[src/fifo_config.svh]
`ifndef FIFO_CONFIG_SVH
`define FIFO_CONFIG_SVH

// Top-level FIFO configuration, shared by the packages and the RTL

// Bits per stored entry
`define FIFO_WIDTH 8

// Number of entries, must be a power of two so the pointers wrap on their own
`define FIFO_DEPTH 16

// almost_full is high at or above this occupancy
`define FIFO_ALMOST_FULL 12

// almost_empty is high at or below this occupancy
`define FIFO_ALMOST_EMPTY 4

`endif

[src/fifo_ctrl_pkg.sv]
`include "fifo_config.svh"

// Types that describe the FIFO bookkeeping: addresses and occupancy
package fifo_ctrl_pkg;

   localparam int PTR_W = $clog2(`FIFO_DEPTH);   // Address bits
   localparam int COUNT_W = PTR_W + 1;           // Room for 0 .. FIFO_DEPTH

   // Storage address, wraps at FIFO_DEPTH
   typedef logic [PTR_W-1:0] ptr_t;

   // Occupancy count, one bit wider so a full FIFO is representable
   typedef logic [COUNT_W-1:0] count_t;

endpackage

[src/fifo_data_pkg.sv]
`include "fifo_config.svh"

// Types that describe the payload held in the FIFO
package fifo_data_pkg;

   localparam int DATA_W = `FIFO_WIDTH;   // Bits per entry

   // One stored word
   typedef logic [DATA_W-1:0] data_t;

   // Value of the read port before the first accepted read
   localparam data_t DATA_ZERO = '0;

endpackage

[src/fifo.sv]
`timescale 1ns/10ps

module fifo
   import fifo_data_pkg::*;
   import fifo_ctrl_pkg::*;
(
   input  logic   clk,
   input  logic   reset,
   input  logic   wr_en,          // Write strobe, sampled each edge
   input  logic   rd_en,          // Read strobe, sampled each edge
   input  logic   clear,          // Drops overflow and underflow
   input  data_t  wr_data,
   output data_t  rd_data,        // Word of the last accepted read
   output count_t count,
   output logic   full,
   output logic   empty,
   output logic   almost_full,
   output logic   almost_empty,
   output logic   overflow,
   output logic   underflow
);

   logic wr_accept;               // Qualified write, control to storage
   logic rd_accept;               // Qualified read, control to storage
   ptr_t wr_ptr;
   ptr_t rd_ptr;

   // Bookkeeping: pointers, count, flags, sticky errors
   fifo_ctrl u_ctrl (
      .clk          (clk),
      .reset        (reset),
      .wr_en        (wr_en),
      .rd_en        (rd_en),
      .clear        (clear),
      .wr_accept    (wr_accept),
      .rd_accept    (rd_accept),
      .wr_ptr       (wr_ptr),
      .rd_ptr       (rd_ptr),
      .count        (count),
      .full         (full),
      .empty        (empty),
      .almost_full  (almost_full),
      .almost_empty (almost_empty),
      .overflow     (overflow),
      .underflow    (underflow)
   );

   // Storage with registered read port
   fifo_ram u_ram (
      .clk       (clk),
      .wr_accept (wr_accept),
      .wr_ptr    (wr_ptr),
      .wr_data   (wr_data),
      .rd_accept (rd_accept),
      .rd_ptr    (rd_ptr),
      .rd_data   (rd_data)
   );

endmodule

[src/fifo_ctrl.sv]
`timescale 1ns/10ps
`include "fifo_config.svh"

module fifo_ctrl
   import fifo_ctrl_pkg::*;
(
   input  logic   clk,
   input  logic   reset,
   input  logic   wr_en,          // Write request level
   input  logic   rd_en,          // Read request level
   input  logic   clear,          // Clears the sticky error flags
   output logic   wr_accept,      // Write taken this edge
   output logic   rd_accept,      // Read taken this edge
   output ptr_t   wr_ptr,         // Next slot to write
   output ptr_t   rd_ptr,         // Next slot to read
   output count_t count,          // Occupancy
   output logic   full,
   output logic   empty,
   output logic   almost_full,
   output logic   almost_empty,
   output logic   overflow,       // Sticky, write tried while full
   output logic   underflow       // Sticky, read tried while empty
);

   // Occupancy levels as count values
   localparam count_t FULL_COUNT  = count_t'(`FIFO_DEPTH);
   localparam count_t AF_LEVEL    = count_t'(`FIFO_ALMOST_FULL);
   localparam count_t AE_LEVEL    = count_t'(`FIFO_ALMOST_EMPTY);

   ptr_t   wr_ptr_q;              // Write pointer register
   ptr_t   rd_ptr_q;              // Read pointer register
   ptr_t   wr_ptr_next;
   ptr_t   rd_ptr_next;

   count_t count_q;               // Occupancy register
   count_t count_next;            // Occupancy after this edge

   logic   full_q;
   logic   empty_q;
   logic   almost_full_q;
   logic   almost_empty_q;

   logic   overflow_q;
   logic   underflow_q;

   logic   wr_refused;            // Write request dropped this edge
   logic   rd_refused;            // Read request dropped this edge

   // Acceptance
   // Decided from the registered flags, so a read at full frees no room
   // for a write in the same edge and a write at empty feeds no read
   assign wr_accept  = wr_en && !full_q;
   assign rd_accept  = rd_en && !empty_q;

   assign wr_refused = wr_en && full_q;      // Lost write
   assign rd_refused = rd_en && empty_q;     // Lost read

   // Pointer advance
   always_comb begin
      wr_ptr_next = wr_ptr_q;
      rd_ptr_next = rd_ptr_q;
      if (wr_accept) begin
         wr_ptr_next = wr_ptr_q + ptr_t'(1);   // Wraps at depth, power of two
      end
      if (rd_accept) begin
         rd_ptr_next = rd_ptr_q + ptr_t'(1);
      end
   end

   always_ff @(posedge clk) begin
      if (reset) begin
         wr_ptr_q <= '0;
         rd_ptr_q <= '0;
      end else begin
         wr_ptr_q <= wr_ptr_next;
         rd_ptr_q <= rd_ptr_next;
      end
   end

   // Occupancy
   always_comb begin
      case ({wr_accept, rd_accept})
         2'b10:   count_next = count_q + count_t'(1);   // Write only
         2'b01:   count_next = count_q - count_t'(1);   // Read only
         default: count_next = count_q;                 // None, or both
      endcase
   end

   always_ff @(posedge clk) begin
      if (reset) begin
         count_q <= '0;
      end else begin
         count_q <= count_next;
      end
   end

   // Flags
   // Taken from the next count so they change on the same edge as count
   always_ff @(posedge clk) begin
      if (reset) begin
         full_q         <= 1'b0;
         empty_q        <= 1'b1;   // Nothing stored
         almost_full_q  <= 1'b0;
         almost_empty_q <= 1'b1;   // Zero is below the low threshold
      end else begin
         full_q         <= (count_next == FULL_COUNT);
         empty_q        <= (count_next == '0);
         almost_full_q  <= (count_next >= AF_LEVEL);
         almost_empty_q <= (count_next <= AE_LEVEL);
      end
   end

   // Sticky errors
   // clear wins over a refusal in the same cycle
   always_ff @(posedge clk) begin
      if (reset) begin
         overflow_q  <= 1'b0;
         underflow_q <= 1'b0;
      end else if (clear) begin
         overflow_q  <= 1'b0;
         underflow_q <= 1'b0;
      end else begin
         if (wr_refused) begin
            overflow_q  <= 1'b1;   // Held until clear
         end
         if (rd_refused) begin
            underflow_q <= 1'b1;
         end
      end
   end

   // Outputs
   assign wr_ptr       = wr_ptr_q;
   assign rd_ptr       = rd_ptr_q;
   assign count        = count_q;
   assign full         = full_q;
   assign empty        = empty_q;
   assign almost_full  = almost_full_q;
   assign almost_empty = almost_empty_q;
   assign overflow     = overflow_q;
   assign underflow    = underflow_q;

endmodule

[src/fifo_ram.sv]
`timescale 1ns/10ps
`include "fifo_config.svh"

module fifo_ram
   import fifo_data_pkg::*;
   import fifo_ctrl_pkg::*;
(
   input  logic  clk,
   input  logic  wr_accept,   // Write already qualified by the control block
   input  ptr_t  wr_ptr,      // Slot to write
   input  data_t wr_data,     // Word to store
   input  logic  rd_accept,   // Read already qualified by the control block
   input  ptr_t  rd_ptr,      // Slot to read
   output data_t rd_data      // Registered read word
);

   data_t mem [`FIFO_DEPTH];          // Storage array
   data_t rd_data_q = DATA_ZERO;      // Read port register, zero until first read

   // Write port
   // One word per edge, no condition of its own
   always_ff @(posedge clk) begin
      if (wr_accept) begin
         mem[wr_ptr] <= wr_data;      // Store at the write pointer
      end
   end

   // Read port
   // Old contents are returned when the same slot is written this edge,
   // so a new word is visible one edge after it was written
   always_ff @(posedge clk) begin
      if (rd_accept) begin
         rd_data_q <= mem[rd_ptr];    // Capture the head entry
      end
   end

   assign rd_data = rd_data_q;        // Holds between accepted reads

endmodule

[config.mk]
export PLATFORM = sky130hd
export DESIGN_NAME = fifo
export DESIGN_NICKNAME = d
export VERILOG_FILES = /design/src/fifo_ctrl_pkg.sv /design/src/fifo_data_pkg.sv /design/src/fifo.sv /design/src/fifo_ctrl.sv /design/src/fifo_ram.sv
export VERILOG_INCLUDE_DIRS = /design/src
export SDC_FILE = /design/constraint.sdc
export NUM_CORES = 1
export LEC_CHECK = 0
export ABC_AREA = 1
export BUFFER_PORTS_ARGS = -buffer_cell sky130_fd_sc_hd__buf_2
export CAP_MARGIN = 20
export CORE_UTILIZATION = 48
export DETAILED_ROUTE_END_ITERATION = 10
export PLACE_DENSITY = 0.73
export SLEW_MARGIN = 40
export SYNTH_ARGS = -nofsm -noshare
export SYNTH_HDL_FRONTEND = slang
export SYNTH_SLANG_ARGS = --single-unit
export TNS_END_PERCENT = 10
[constraint.sdc]
create_clock -name clk -period 2.5 [get_ports clk]
set_input_delay 0.125 -clock clk [delete_from_list [all_inputs] [get_ports clk]]
set_output_delay 0.125 -clock clk [all_outputs]
set_load 0.05 [all_outputs]
==> impl_table.tex, run 1 <==
\begin{tabular}{lr}
\hline
Metric & Value \\
\hline
\multicolumn{2}{l}{\textbf{Status}} \\
\quad Outcome & complete, no violations \\
\multicolumn{2}{l}{\textbf{Power}} \\
\quad VDD IR-drop max & approximately 0.47 mV \\
\quad Total power density per cell area & between 800 and 900 nW/um2 \\
\quad Leakage component of the power & about 2.6 nW \\
\quad Total power of the final layout & 6.22 mW \\
\multicolumn{2}{l}{\textbf{CTS}} \\
\quad Clock tree from TritonCTS & yes \\
\quad Number of H-tree levels & 4 \\
\quad Clock transition time at the flip-flop clock pins of the worst setup and hold paths & 60 ps \\
\quad Clock root buffer master & sky130\_fd\_sc\_hd\_\_clkbuf\_16 \\
\quad Clock network latency to the later pin of the worst-skew pair & between 400 and 500 ps \\
\quad \# resized after CTS & 0 \\
\quad Cts bufs inserted & 17 \\
\quad Maximum count of clock buffers along a single path & 2 \\
\quad Num Clock Sinks & approximately 160 \\
\multicolumn{2}{l}{\textbf{Detailed routing}} \\
\quad Remaining routing DRC violations & 0 \\
\quad Vias/cell & 5.65 \\
\quad Number of iterations in the first detailed-routing pass & 6 \\
\quad Number of design-rule violations left by the first detailed-router iteration & $\sim$520 \\
\quad Overall via count from detail\_route & about 4.2k \\
\quad WL final & 13800 um \\
\quad Antenna Violating Nets Remaining & 0 \\
\quad Drt wl/cell & between 15 and 20 um \\
\multicolumn{2}{l}{\textbf{Floorplan}} \\
\quad Y dimension of the die & 117 um \\
\quad Starting utilization of the core area & 49.6\% \\
\quad Core area & 12700 um2 \\
\quad Core Rows & slightly above 40 \\
\quad Die Width & around 120 um \\
\quad Overall die area & about 14000 um2 \\
\quad I/O pins & 32 \\
\multicolumn{2}{l}{\textbf{Logic synthesis}} \\
\quad Mean post-synth cell area & between 10 and 15 um2 \\
\quad Synth area leaders & sky130\_fd\_sc\_hd\_\_edfxtp\_1 65\%, sky130\_fd\_sc\_hd\_\_dfxtp\_1 6.0\%, sky130\_fd\_sc\_hd\_\_o21ai\_0 5.6\%, sky130\_fd\_sc\_hd\_\_nor2\_1 5.4\%, sky130\_fd\_sc\_hd\_\_o221ai\_1 3.5\% \\
\quad Library cell occupying the most area in the post-synthesis netlist & sky130\_fd\_sc\_hd\_\_edfxtp\_1 \\
\quad List of most frequent post-synthesis cells & 136 x sky130\_fd\_sc\_hd\_\_edfxtp\_1, 90 x sky130\_fd\_sc\_hd\_\_nor2\_1, 71 x sky130\_fd\_sc\_hd\_\_o21ai\_0 \\
\quad Most used flip-flop cell after synthesis & sky130\_fd\_sc\_hd\_\_edfxtp\_1 \\
\quad Netlist Area Pre-Place & between 6000 and 7000 um2 \\
\quad Register area share after synthesis & around 70\% \\
\quad Most frequent cell after synthesis & sky130\_fd\_sc\_hd\_\_edfxtp\_1 \\
\quad Fraction of registers with async set/reset & 0\% \\
\quad Number of register bits inferred by synthesis & 155 \\
\quad Syn\_nets & about 530 \\
\quad Unique cell type count in the Yosys netlist & 29 \\
\quad Area share of the leading cell type in the synthesized netlist & between 60\% and 70\% \\
\quad Number of synthesized flops with an enable pin & roughly 140 \\
\quad Count of warnings emitted by yosys & 0 \\
\quad Cells after synthesis & approximately 510 \\
\multicolumn{2}{l}{\textbf{Finish}} \\
\quad Final net count & 581 \\
\quad Post-Layout Inst Area & approximately 7300 um2 \\
\quad Antenna Cells & 0 \\
\quad Fill count & between 1k and 1.5k \\
\quad Fraction of final layout cells sized beyond drive strength 1 & 19.3\% \\
\quad Area occupied by multi-input gates & between 1500 and 2000 um2 \\
\quad Post-Layout Cell Count & 746 \\
\quad Post-synthesis to final-layout area growth & 16.3\% \\
\quad Area occupied by registers & roughly 4500 um2 \\
\multicolumn{2}{l}{\textbf{Place}} \\
\quad Placer's final routability congestion estimate & between 0.8 and 0.9 \\
\quad Half-perimeter wire length of the detailed placement result & 8640 um \\
\quad \# placed instances & approximately 710 \\
\quad Placed standard-cell area & $\sim$6800 um2 \\
\quad PortBufs & 31 \\
\multicolumn{2}{l}{\textbf{Timing}} \\
\quad Final critical delay including setup and external delays & between 1500 and 2000 ps \\
\quad Fin crit share & between 70 and 80\% \\
\quad Final number of hold-violating endpoints & 0 \\
\quad Number of setup violations in the final report & 0 \\
\quad Fmax achieved & about 510 MHz \\
\quad Fin Setup TNS & 0 ps \\
\quad Least-Margin Pin Slew & between 400 and 500 ps \\
\quad RSZ-0062 raised after global routing & no \\
\quad Total count of max-transition violations in the final report & 0 \\
\quad Final Skew & just over 7 ps \\
\quad Slew headroom & 73.1\% \\
\quad Worst hold slack & about 46 ps \\
\multicolumn{2}{l}{\textbf{Worst setup path}} \\
\quad Top fanout value on the critical path & 16 \\
\quad Type of the setup path with the least slack & reg -> reg \\
\quad Data required time of the critical path & approximately 2800 ps \\
\quad Signal arrival time at the worst endpoint & 2260 ps \\
\quad Startpoint class of the critical path & register \\
\quad CP endpoint kind & register \\
\multicolumn{2}{l}{\textbf{Global routing}} \\
\quad Pin count of the biggest net entering global routing & 35 \\
\quad Total congestion overflow after global routing & 0 \\
\quad Antenna violations before repair & 0 \\
\quad Number of global-route vias before repair & approximately 4.2k \\
\quad GRT Util Overall & between 20 and 25\% \\
\quad Wire length of the first global-routing pass & 22000 um \\
\multicolumn{2}{l}{\textbf{Run}} \\
\quad Maximum capacitance violations & 0 \\
\multicolumn{2}{l}{\textbf{Hold path}} \\
\quad Hold Path Class & in -> reg \\
\hline
\end{tabular}
## flip-flops by register name, summed over array words and instances, names as in the netlist
signal and flops:
u_ram.mem 128, u_ram.rd_data 8, u_ctrl.count 5, u_ctrl.rd_ptr 4, u_ctrl.wr_ptr 4, u_ctrl.almost_empty 1
u_ctrl.almost_full 1, u_ctrl.empty 1, u_ctrl.full 1, u_ctrl.overflow 1, u_ctrl.underflow 1
## path summary, 6_finish.rpt
check | start | to | depth (start not counted) | slack, ps
setup / recovery | u_ctrl.empty | u_ctrl.almost_empty | 13 | 550
hold / removal | wr_en | u_ctrl.overflow | 5 | 50
setup reg to reg | u_ctrl.empty | u_ctrl.almost_empty | 13 | 550
hold reg to reg | u_ctrl.underflow | u_ctrl.underflow | 2 | 490
## worst max-delay path: stages, from the launching register on
cell                      delay [ps]
sky130_fd_sc_hd__dfxtp_1         370
sky130_fd_sc_hd__nor2_8          310
sky130_fd_sc_hd__nand2_4         120
sky130_fd_sc_hd__nand2_1         110
sky130_fd_sc_hd__nand2_2          70
sky130_fd_sc_hd__ha_1            170
sky130_fd_sc_hd__inv_1            70
sky130_fd_sc_hd__nand2_1         110
sky130_fd_sc_hd__nand2_1          90
sky130_fd_sc_hd__nand3_1          80
sky130_fd_sc_hd__o21ai_2         100
sky130_fd_sc_hd__nand3_1          90
sky130_fd_sc_hd__nand2_1         110
sky130_fd_sc_hd__nor2_2           30
## layout make-up
type,count,share of cell area [%]
inverter,30,1.53
sequential,155,60.8
clock inverter,14,1.77
multi-input combinational,299,22.1
tap,172,2.93
clock buffer,18,5.85
timing repair buffer,58,4.94
## cells by family after synthesis
group,after synthesis,synth area share [%]
compound gates,120,11.5
flops,155,70.8
xor+xnor,1,0.139
buf+inv,55,3.49
fa+ha+maj,7,1.39
simple gates,171,12.7
## per-stage QoR
stage | setup WS, ps | util, %
after floorplan | 464 | -
after global routing | 406 | 57.7
after detailed placement | 560 | 53.1
final | 550 | 57.7
after CTS | 543 | 57.7
after global placement | 662 | 53.1
## report_power, final
part,internal (mW),switching [mW]
registers,2.91,0.0642
logic,0.224,0.610
clock network,1.45,0.969
total,4.58,1.64
## cell usage in the layout (no fill, tap or decap), drive strengths merged
cell,Yosys,layout
nand2,47,47
o221ai,25,25
edfxtp,136,136
o21ai,74,74
inv,28,28
clkinv,2,10
dfxtp,19,19
clkbuf,22,18
a21oi,6,6
buf,3,56
nand3,25,25
xor2,1,1
o22ai,7,7
ha,7,7
bufinv,0,2
dlygate4sd3,0,2
nor2,94,94
o211ai,8,8
nor3,2,2
clkinvlp,0,4
nand4,3,3
## per-layer routing
layer	track usage, %	wire length (um)
met1	26.9	5610
met2	39.2	7010
met3	6.28	921
met4	7.34	221
met5	0	0
## what timing repair did
item | in CTS | in global routing
hold endpoints to repair | 7 | 0
hold buffers | 2 | 0
setup buffers | 0 | 0
Note: power is estimated with default switching activity, not from simulation.
==> inputs of run 2 (changes only) <==
Settings changed: ABC_AREA 1 to 0.
Clock period 2.5 ns to 1.95 ns, I/O delays scaled along.
==> run 2 against run 1 <==
Against the previous run: the run now ends with setup timing left; sequential power increased by 28%; largest power group unchanged; clock-buffer cell count stayed put; clock skew increased by 2.2 ps; worst setup slack worse by 760 ps; maximum frequency shrank 9.9%; critical path type unchanged; flip-flop and latch count did not move; largest cell class unchanged; highest routed layer unchanged.
==> impl_table.tex, run 2 <==
\begin{tabular}{lr}
\hline
Metric & Value \\
\hline
\multicolumn{2}{l}{\textbf{Logic synthesis}} \\
\quad Count of warnings emitted by yosys & 0 (unchanged) \\
\quad Library cell occupying the most area in the post-synthesis netlist & sky130\_fd\_sc\_hd\_\_edfxtp\_1 \\
\quad Register area share after synthesis & 71.9\% (+1.1 points) \\
\quad Synth area leaders & sky130\_fd\_sc\_hd\_\_edfxtp\_1 66\%, sky130\_fd\_sc\_hd\_\_mux4\_1 8.0\%, sky130\_fd\_sc\_hd\_\_mux4\_2 7.6\%, sky130\_fd\_sc\_hd\_\_dfxtp\_1 6.1\%, sky130\_fd\_sc\_hd\_\_nor2\_1 1.6\% \\
\quad List of most frequent post-synthesis cells & 136 x sky130\_fd\_sc\_hd\_\_edfxtp\_1, 26 x sky130\_fd\_sc\_hd\_\_nor2\_1, 21 x sky130\_fd\_sc\_hd\_\_mux4\_2 \\
\quad Netlist Area Pre-Place & 6210 um2 (-1.6\%) \\
\quad Fraction of registers with async set/reset & 0\% (unchanged) \\
\quad Mean post-synth cell area & 19.7 um2 (+59\%) \\
\quad Most used flip-flop cell after synthesis & sky130\_fd\_sc\_hd\_\_edfxtp\_1 \\
\quad Number of synthesized flops with an enable pin & 136 (unchanged) \\
\quad Syn\_nets & 336 (-36\%) \\
\quad Cells after synthesis & 316 (-38\%) \\
\quad Most frequent cell after synthesis & sky130\_fd\_sc\_hd\_\_edfxtp\_1 \\
\quad Number of register bits inferred by synthesis & 155 (unchanged) \\
\quad Unique cell type count in the Yosys netlist & 41 (+41\%) \\
\quad Area share of the leading cell type in the synthesized netlist & 65.8\% (+1.0 points) \\
\multicolumn{2}{l}{\textbf{Finish}} \\
\quad Number of flip-flops under the largest register name & 128 (unchanged) \\
\quad Fill count & 932 (-10\%) \\
\quad Fraction of final layout cells sized beyond drive strength 1 & 36.3\% (+17 points) \\
\quad Register name with the most flops & u\_ram.mem \\
\quad Post-synthesis to final-layout area growth & 19.4\% \\
\quad Area occupied by multi-input gates & 1670 um2 (+2.9\%) \\
\quad Post-Layout Cell Count & 569 (-24\%) \\
\quad Post-Layout Inst Area & 7410 um2 (+0.99\%) \\
\quad Leading cell type in the layout, fill and taps excluded & sky130\_fd\_sc\_hd\_\_edfxtp\_1 \\
\quad Area occupied by registers & 4470 um2 (+0.20\%) \\
\quad Antenna Cells & 0 (unchanged) \\
\quad Final net count & 406 (-30\%) \\
\quad Post-layout utilization of the core & 58.7\% (+1.0 points) \\
\quad Commonest cells after routing, fill and taps aside & 136 x sky130\_fd\_sc\_hd\_\_edfxtp\_1, 31 x sky130\_fd\_sc\_hd\_\_buf\_2, 31 x sky130\_fd\_sc\_hd\_\_buf\_4 \\
\multicolumn{2}{l}{\textbf{Hold path}} \\
\quad Hold Path Class & in -> reg \\
\multicolumn{2}{l}{\textbf{Worst setup path}} \\
\quad Top fanout value on the critical path & 6 (-10) \\
\quad Startpoint class of the critical path & register \\
\quad Data required time of the critical path & 2270 ps (-540 ps) \\
\quad Type of the setup path with the least slack & reg -> reg \\
\quad Signal arrival time at the worst endpoint & 2480 ps (+220 ps) \\
\quad CP endpoint kind & register \\
\multicolumn{2}{l}{\textbf{CTS}} \\
\quad Clock transition time at the flip-flop clock pins of the worst setup and hold paths & 60 ps (about the same) \\
\quad Maximum count of clock buffers along a single path & 2 (unchanged) \\
\quad Clock network latency to the later pin of the worst-skew pair & 420 ps (about the same) \\
\quad Num Clock Sinks & 155 (unchanged) \\
\quad Cts bufs inserted & 17 (unchanged) \\
\quad Clock tree from TritonCTS & yes \\
\quad Number of H-tree levels & 4 (unchanged) \\
\quad Clock root buffer master & sky130\_fd\_sc\_hd\_\_clkbuf\_16 \\
\multicolumn{2}{l}{\textbf{Detailed routing}} \\
\quad Number of iterations in the first detailed-routing pass & 4 (-2) \\
\quad Drt wl/cell & 20.6 um (+12\%) \\
\quad Overall via count from detail\_route & 3138 (-26\%) \\
\quad Antenna Violating Nets Remaining & 0 (unchanged) \\
\quad Number of design-rule violations left by the first detailed-router iteration & 234 (-55\%) \\
\quad WL final & 11700 um (-15\%) \\
\quad Remaining routing DRC violations & 0 (unchanged) \\
\quad Vias/cell & 5.51 (-2.4\%) \\
\multicolumn{2}{l}{\textbf{Floorplan}} \\
\quad Core area & 12600 um2 (-0.81\%) \\
\quad Starting utilization of the core area & 49.2\% (-0.39 points) \\
\quad I/O pins & 32 (unchanged) \\
\quad Core Rows & 41 (unchanged) \\
\quad Die Width & 116 um (-0.78\%) \\
\quad Y dimension of the die & 116 um (-0.78\%) \\
\quad Overall die area & 13400 um2 (-1.6\%) \\
\multicolumn{2}{l}{\textbf{Global routing}} \\
\quad Wire length of the first global-routing pass & 18000 um (-18\%) \\
\quad Pin count of the biggest net entering global routing & 36 (+2.9\%) \\
\quad GRT Util Overall & 19.6\% (-2.9 points) \\
\quad Number of global-route vias before repair & 3184 (-24\%) \\
\quad Antenna violations before repair & 0 (unchanged) \\
\quad Total congestion overflow after global routing & 0 (unchanged) \\
\multicolumn{2}{l}{\textbf{Run}} \\
\quad Maximum capacitance violations & 0 (unchanged) \\
\multicolumn{2}{l}{\textbf{Timing}} \\
\quad Number of setup violations in the final report & 5 (+5) \\
\quad Least-Margin Pin Slew & 557 ps (+153 ps) \\
\quad Final critical delay including setup and external delays & 2160 ps (+214 ps) \\
\quad Fin Setup TNS & -825 ps (-825 ps) \\
\quad Final number of hold-violating endpoints & 0 (unchanged) \\
\quad Total count of max-transition violations in the final report & 0 (unchanged) \\
\quad Worst hold slack & 41.3 ps (-4.27 ps) \\
\quad Fin crit share & 111\% (+33 points) \\
\quad Worst setup margin & -213 ps (-764 ps) \\
\quad RSZ-0062 raised after global routing & yes \\
\quad Slew headroom & 62.8\% (-10 points) \\
\quad Fmax achieved & 462 MHz (-9.9\%) \\
\quad Final Skew & 9.37 ps (+2.25 ps) \\
\multicolumn{2}{l}{\textbf{Place}} \\
\quad \# placed instances & 534 (-25\%) \\
\quad Placer's final routability congestion estimate & 0.774 (-9.6\%) \\
\quad PortBufs & 31 (unchanged) \\
\quad Dpl ws & -184 ps (-744 ps) \\
\quad Half-perimeter wire length of the detailed placement result & 7350 um (-15\%) \\
\quad Placed standard-cell area & 6750 um2 (-0.24\%) \\
\multicolumn{2}{l}{\textbf{Power}} \\
\quad Total power density per cell area & 1070 nW/um2 (+27\%) \\
\quad Total power of the final layout & 7.97 mW (+28\%) \\
\quad VDD IR-drop max & 0.635 mV (+34\%) \\
\quad Leakage component of the power & 2.52 nW (-4.0\%) \\
\multicolumn{2}{l}{\textbf{Status}} \\
\quad Failing checks & setup timing \\
\quad Outcome & finished, violations left \\
\hline
\end{tabular}
[run 2: layout make-up]
| class | instances | share of cell area, % |
|---|---|---|
| sequential | 155 | 60.4 |
| multi-input combinational | 137 | 22.6 |
| timing repair buffer | 68 | 6.35 |
| clock buffer | 18 | 5.79 |
| tap | 172 | 2.90 |
| clock inverter | 12 | 1.67 |
| inverter | 7 | 0.371 |
[run 2: power by group]
| group | internal (mW) | leakage, nW | switching, mW | total, mW |
|---|---|---|---|---|
| logic | 0.481 | 0.867 | 0.626 | 1.11 |
| registers | 3.73 | 1.39 | 0.0585 | 3.79 |
| clock network | 1.86 | 0.269 | 1.22 | 3.07 |
| total | 6.07 | 2.52 | 1.90 | 7.97 |
[run 2: worst max-delay path, stage by stage (launching register included)]
cell	delay [ps]
sky130_fd_sc_hd__dfxtp_4	350
sky130_fd_sc_hd__nor2b_4	170
sky130_fd_sc_hd__clkinv_1	110
sky130_fd_sc_hd__ha_2	360
sky130_fd_sc_hd__nor3_1	290
sky130_fd_sc_hd__o2111ai_2	220
sky130_fd_sc_hd__o31ai_4	110
sky130_fd_sc_hd__xnor2_2	150
sky130_fd_sc_hd__nor4bb_2	300
[run 2: what timing repair did]
item,in CTS,in global routing
endpoints found under the setup margin,10,11
resized for setup,9,15
buffers inserted,2,1
cloned,0,0
pin swaps,9,5
hold buffers,2,0
endpoints found under the hold margin,2,0
[run 2: metal layers]
metal  up-vias  global-route usage, %  part of all wire (%)
li1       1411                      -                     -
met1      1594                   25.8                    41
met2       113                   30.7                    50
met3        20                   4.86                   6.9
met4         0                   9.49                   2.0
met5         -                      0                     0
[run 2: kinds of logic after synthesis]
kind of cell    after synthesis  share of synthesized area [%]
compound gates               20                           2.08
xor+xnor                      8                           1.13
fa+ha+maj                     7                           1.41
buf+inv                      24                           2.62
flops                       155                           71.9
mux                          41                           15.8
simple gates                 61                           5.06
[run 2: final timing paths]
path	startpoint	to	slack (ps)	cells past startpoint
worst max-delay path	u_ctrl.full	u_ctrl.full	-210	8
worst min-delay path	rd_en	u_ctrl.underflow	40	3
worst max register to register	u_ctrl.full	u_ctrl.full	-210	8
worst min register to register	u_ctrl.overflow	u_ctrl.overflow	520	2
==> inputs of run 3 (changes only) <==
Settings changed: CELL_PAD_IN_SITES_DETAIL_PLACEMENT set to 1, CELL_PAD_IN_SITES_GLOBAL_PLACEMENT set to 2, CORE_UTILIZATION 48 to 47, PLACE_DENSITY 0.73 to 0.87, SKIP_LAST_GASP set to 1.
==> run 3 against run 2 <==
Against the previous run: the run still ends with setup timing left; clock-buffer cell count is the same; global-route usage grew 1.4 points; routed wire length grew 8.0%; clock skew shrank 1.4 ps; sequential share of layout area shrank 0.17 points; total power grew 0.25%; utilization shrank 0.54 points; register-to-register slack gained 90 ps; worst hold slack gained 20 ps; critical path type unchanged; critical endpoint is now u_ctrl.almost_full; largest cell class unchanged.
==> impl_table.tex, run 3 (same netlist as run 2, synthesis figures left out) <==
\begin{tabular}{lr}
\hline
Metric & Value \\
\hline
\multicolumn{2}{l}{\textbf{Detailed routing}} \\
\quad Antenna Violating Nets Remaining & 0 (unchanged) \\
\quad Overall via count from detail\_route & 3126 (-0.38\%) \\
\quad WL final & 12700 um (+8.0\%) \\
\quad Drt wl/cell & 22.0 um (+6.8\%) \\
\quad Remaining routing DRC violations & 0 (unchanged) \\
\quad Number of iterations in the first detailed-routing pass & 4 (unchanged) \\
\quad Vias/cell & 5.44 (-1.4\%) \\
\quad Number of design-rule violations left by the first detailed-router iteration & 249 (+6.4\%) \\
\multicolumn{2}{l}{\textbf{Status}} \\
\quad Failing checks & setup timing \\
\quad Outcome & finished, violations left \\
\multicolumn{2}{l}{\textbf{Global routing}} \\
\quad Antenna violations before repair & 0 (unchanged) \\
\quad Total congestion overflow after global routing & 0 (unchanged) \\
\quad Wire length of the first global-routing pass & 19600 um (+8.7\%) \\
\quad Number of global-route vias before repair & 3300 (+3.6\%) \\
\quad GRT Util Overall & 20.9\% (+1.4 points) \\
\quad Pin count of the biggest net entering global routing & 23 (-36\%) \\
\multicolumn{2}{l}{\textbf{Finish}} \\
\quad Fill count & 1102 (+18\%) \\
\quad Leading cell type in the layout, fill and taps excluded & sky130\_fd\_sc\_hd\_\_edfxtp\_1 \\
\quad Commonest cells after routing, fill and taps aside & 136 x sky130\_fd\_sc\_hd\_\_edfxtp\_1, 36 x sky130\_fd\_sc\_hd\_\_buf\_4, 31 x sky130\_fd\_sc\_hd\_\_buf\_2 \\
\quad Antenna Cells & 0 (unchanged) \\
\quad Post-synthesis to final-layout area growth & 19.7\% \\
\quad Final net count & 410 (+0.99\%) \\
\quad Post-Layout Inst Area & 7430 um2 (+0.29\%) \\
\quad Number of flip-flops under the largest register name & 128 (unchanged) \\
\quad Fraction of final layout cells sized beyond drive strength 1 & 35.2\% (-1.0 points) \\
\quad Register name with the most flops & u\_ram.mem \\
\multicolumn{2}{l}{\textbf{CTS}} \\
\quad Clock tree from TritonCTS & yes \\
\quad Clock transition time at the flip-flop clock pins of the worst setup and hold paths & 60 ps (about the same) \\
\quad Num Clock Sinks & 155 (unchanged) \\
\quad Clock root buffer master & sky130\_fd\_sc\_hd\_\_clkbuf\_16 \\
\quad Clock network latency to the later pin of the worst-skew pair & 420 ps (about the same) \\
\quad Maximum count of clock buffers along a single path & 2 (unchanged) \\
\quad Number of H-tree levels & 4 (unchanged) \\
\quad Cts bufs inserted & 17 (unchanged) \\
\multicolumn{2}{l}{\textbf{Power}} \\
\quad VDD IR-drop max & 0.759 mV (+19\%) \\
\quad Leakage component of the power & 2.54 nW (+0.67\%) \\
\quad Total power density per cell area & 1070 nW/um2 (about the same) \\
\multicolumn{2}{l}{\textbf{Floorplan}} \\
\quad Overall die area & 13700 um2 (+2.1\%) \\
\quad Core area & 12800 um2 (+1.2\%) \\
\quad Y dimension of the die & 117 um (+1.0\%) \\
\quad Starting utilization of the core area & 48.6\% (-0.59 points) \\
\quad I/O pins & 32 (unchanged) \\
\quad Core Rows & 41 (unchanged) \\
\quad Die Width & 117 um (+1.0\%) \\
\multicolumn{2}{l}{\textbf{Worst setup path}} \\
\quad Max stage delay on crit path & 340 ps (-20 ps) \\
\quad Top fanout value on the critical path & 5 (-1) \\
\quad Startpoint class of the critical path & register \\
\quad CP endpoint kind & register \\
\quad Crit path cell chain & nand2b\_4, nor2\_4, xor2\_1, ha\_2, nor2b\_4, a31oi\_1, o31ai\_2, xnor2\_2, buf\_4, a21oi\_1 \\
\quad Type of the setup path with the least slack & reg -> reg \\
\quad Data required time of the critical path & 2240 ps (-30 ps) \\
\quad Signal arrival time at the worst endpoint & 2370 ps (-110 ps) \\
\quad CP max-delay cell & sky130\_fd\_sc\_hd\_\_dfxtp\_4 \\
\multicolumn{2}{l}{\textbf{Timing}} \\
\quad Final number of hold-violating endpoints & 0 (unchanged) \\
\quad Total count of max-transition violations in the final report & 0 (unchanged) \\
\quad RSZ-0062 raised after global routing & yes \\
\quad Fmax achieved & 481 MHz (+4.1\%) \\
\quad Fin Setup TNS & -507 ps (+317 ps) \\
\quad Number of setup violations in the final report & 10 (+5) \\
\quad Fin crit share & 107\% (-4.4 points) \\
\quad Final Skew & 7.99 ps (-1.38 ps) \\
\quad Worst setup margin & -128 ps (+85.6 ps) \\
\quad Final critical delay including setup and external delays & 2080 ps (-85.6 ps) \\
\quad Least-Margin Pin Slew & 555 ps (-1.35 ps) \\
\quad Slew headroom & 62.9\% (+0.090 points) \\
\multicolumn{2}{l}{\textbf{Place}} \\
\quad PortBufs & 31 (unchanged) \\
\quad Placed standard-cell area & 6780 um2 (+0.52\%) \\
\quad Half-perimeter wire length of the detailed placement result & 8490 um (+15\%) \\
\quad Dpl ws & -265 ps (-81.3 ps) \\
\quad Placer's final routability congestion estimate & 0.767 (-1.0\%) \\
\multicolumn{2}{l}{\textbf{Hold path}} \\
\quad Hold Path Class & in -> reg \\
\multicolumn{2}{l}{\textbf{Run}} \\
\quad Maximum capacitance violations & 0 (unchanged) \\
\hline
\end{tabular}
## run 3: cell type report
type	instances	area (um2)	area share (%)
clock inverter	14	123	1.65
tap	172	215	2.89
sequential	155	4470	60.2
clock buffer	18	429	5.77
inverter	7	28.8	0.387
timing repair buffer	72	505	6.80
multi-input combinational	137	1660	22.3
## run 3: critical path: cells and delay by family (launching register included)
kind	cells	cell delay (ps)
fa+ha+maj	1	220
flops	1	340
compound gates	3	460
xor+xnor	2	370
simple gates	3	380
buf+inv	1	170
## run 3: final timing paths
| check | from | end | slack [ps] | depth (start not counted) |
|---|---|---|---|---|
| worst max-delay path | u_ctrl.empty | u_ctrl.almost_full | -130 | 10 |
| worst min-delay path | wr_data[3] | u_ram.mem[9][3] | 60 | 1 |
| worst max register to register | u_ctrl.empty | u_ctrl.almost_full | -130 | 10 |
| worst min register to register | u_ctrl.wr_ptr[1] | u_ctrl.wr_ptr[1] | 540 | 2 |
## run 3: per-stage QoR
stage                     instances  total power [mW]  hold slack (ps)  util (%)
after floorplan                 316              4.60              177         -
after global placement          537              4.89              279      53.1
after detailed placement        537              4.94              297      53.1
after CTS                       575              8.05             32.9      58.2
after global routing            575              8.24             61.4      58.2
final                           575              7.99             61.4      58.2
## run 3: per-layer routing
layer	part of all wire (%)	track usage (%)	vias up
met4	2.1	9.62	0
li1	-	-	1426
met5	0	0	-
met3	4.4	4.63	22
met2	50	33.7	77
met1	43	27.5	1601
## run 3: where the power goes
part / internal [mW] / leakage [nW] / switching (mW) / total, mW
sequential: 3.73 / 1.39 / 0.0606 / 3.79
combinational: 0.504 / 0.887 / 0.645 / 1.15
clock: 1.76 / 0.266 / 1.29 / 3.05
## run 3: repair_timing
item | in CTS | in global routing
hold endpoints to repair | 2 | 0
gates cloned | 0 | 0
hold buffers | 2 | 0
setup buffers | 4 | 0
endpoints found under the setup margin | 11 | 11
pin swaps | 7 | 1
resized for setup | 10 | 0
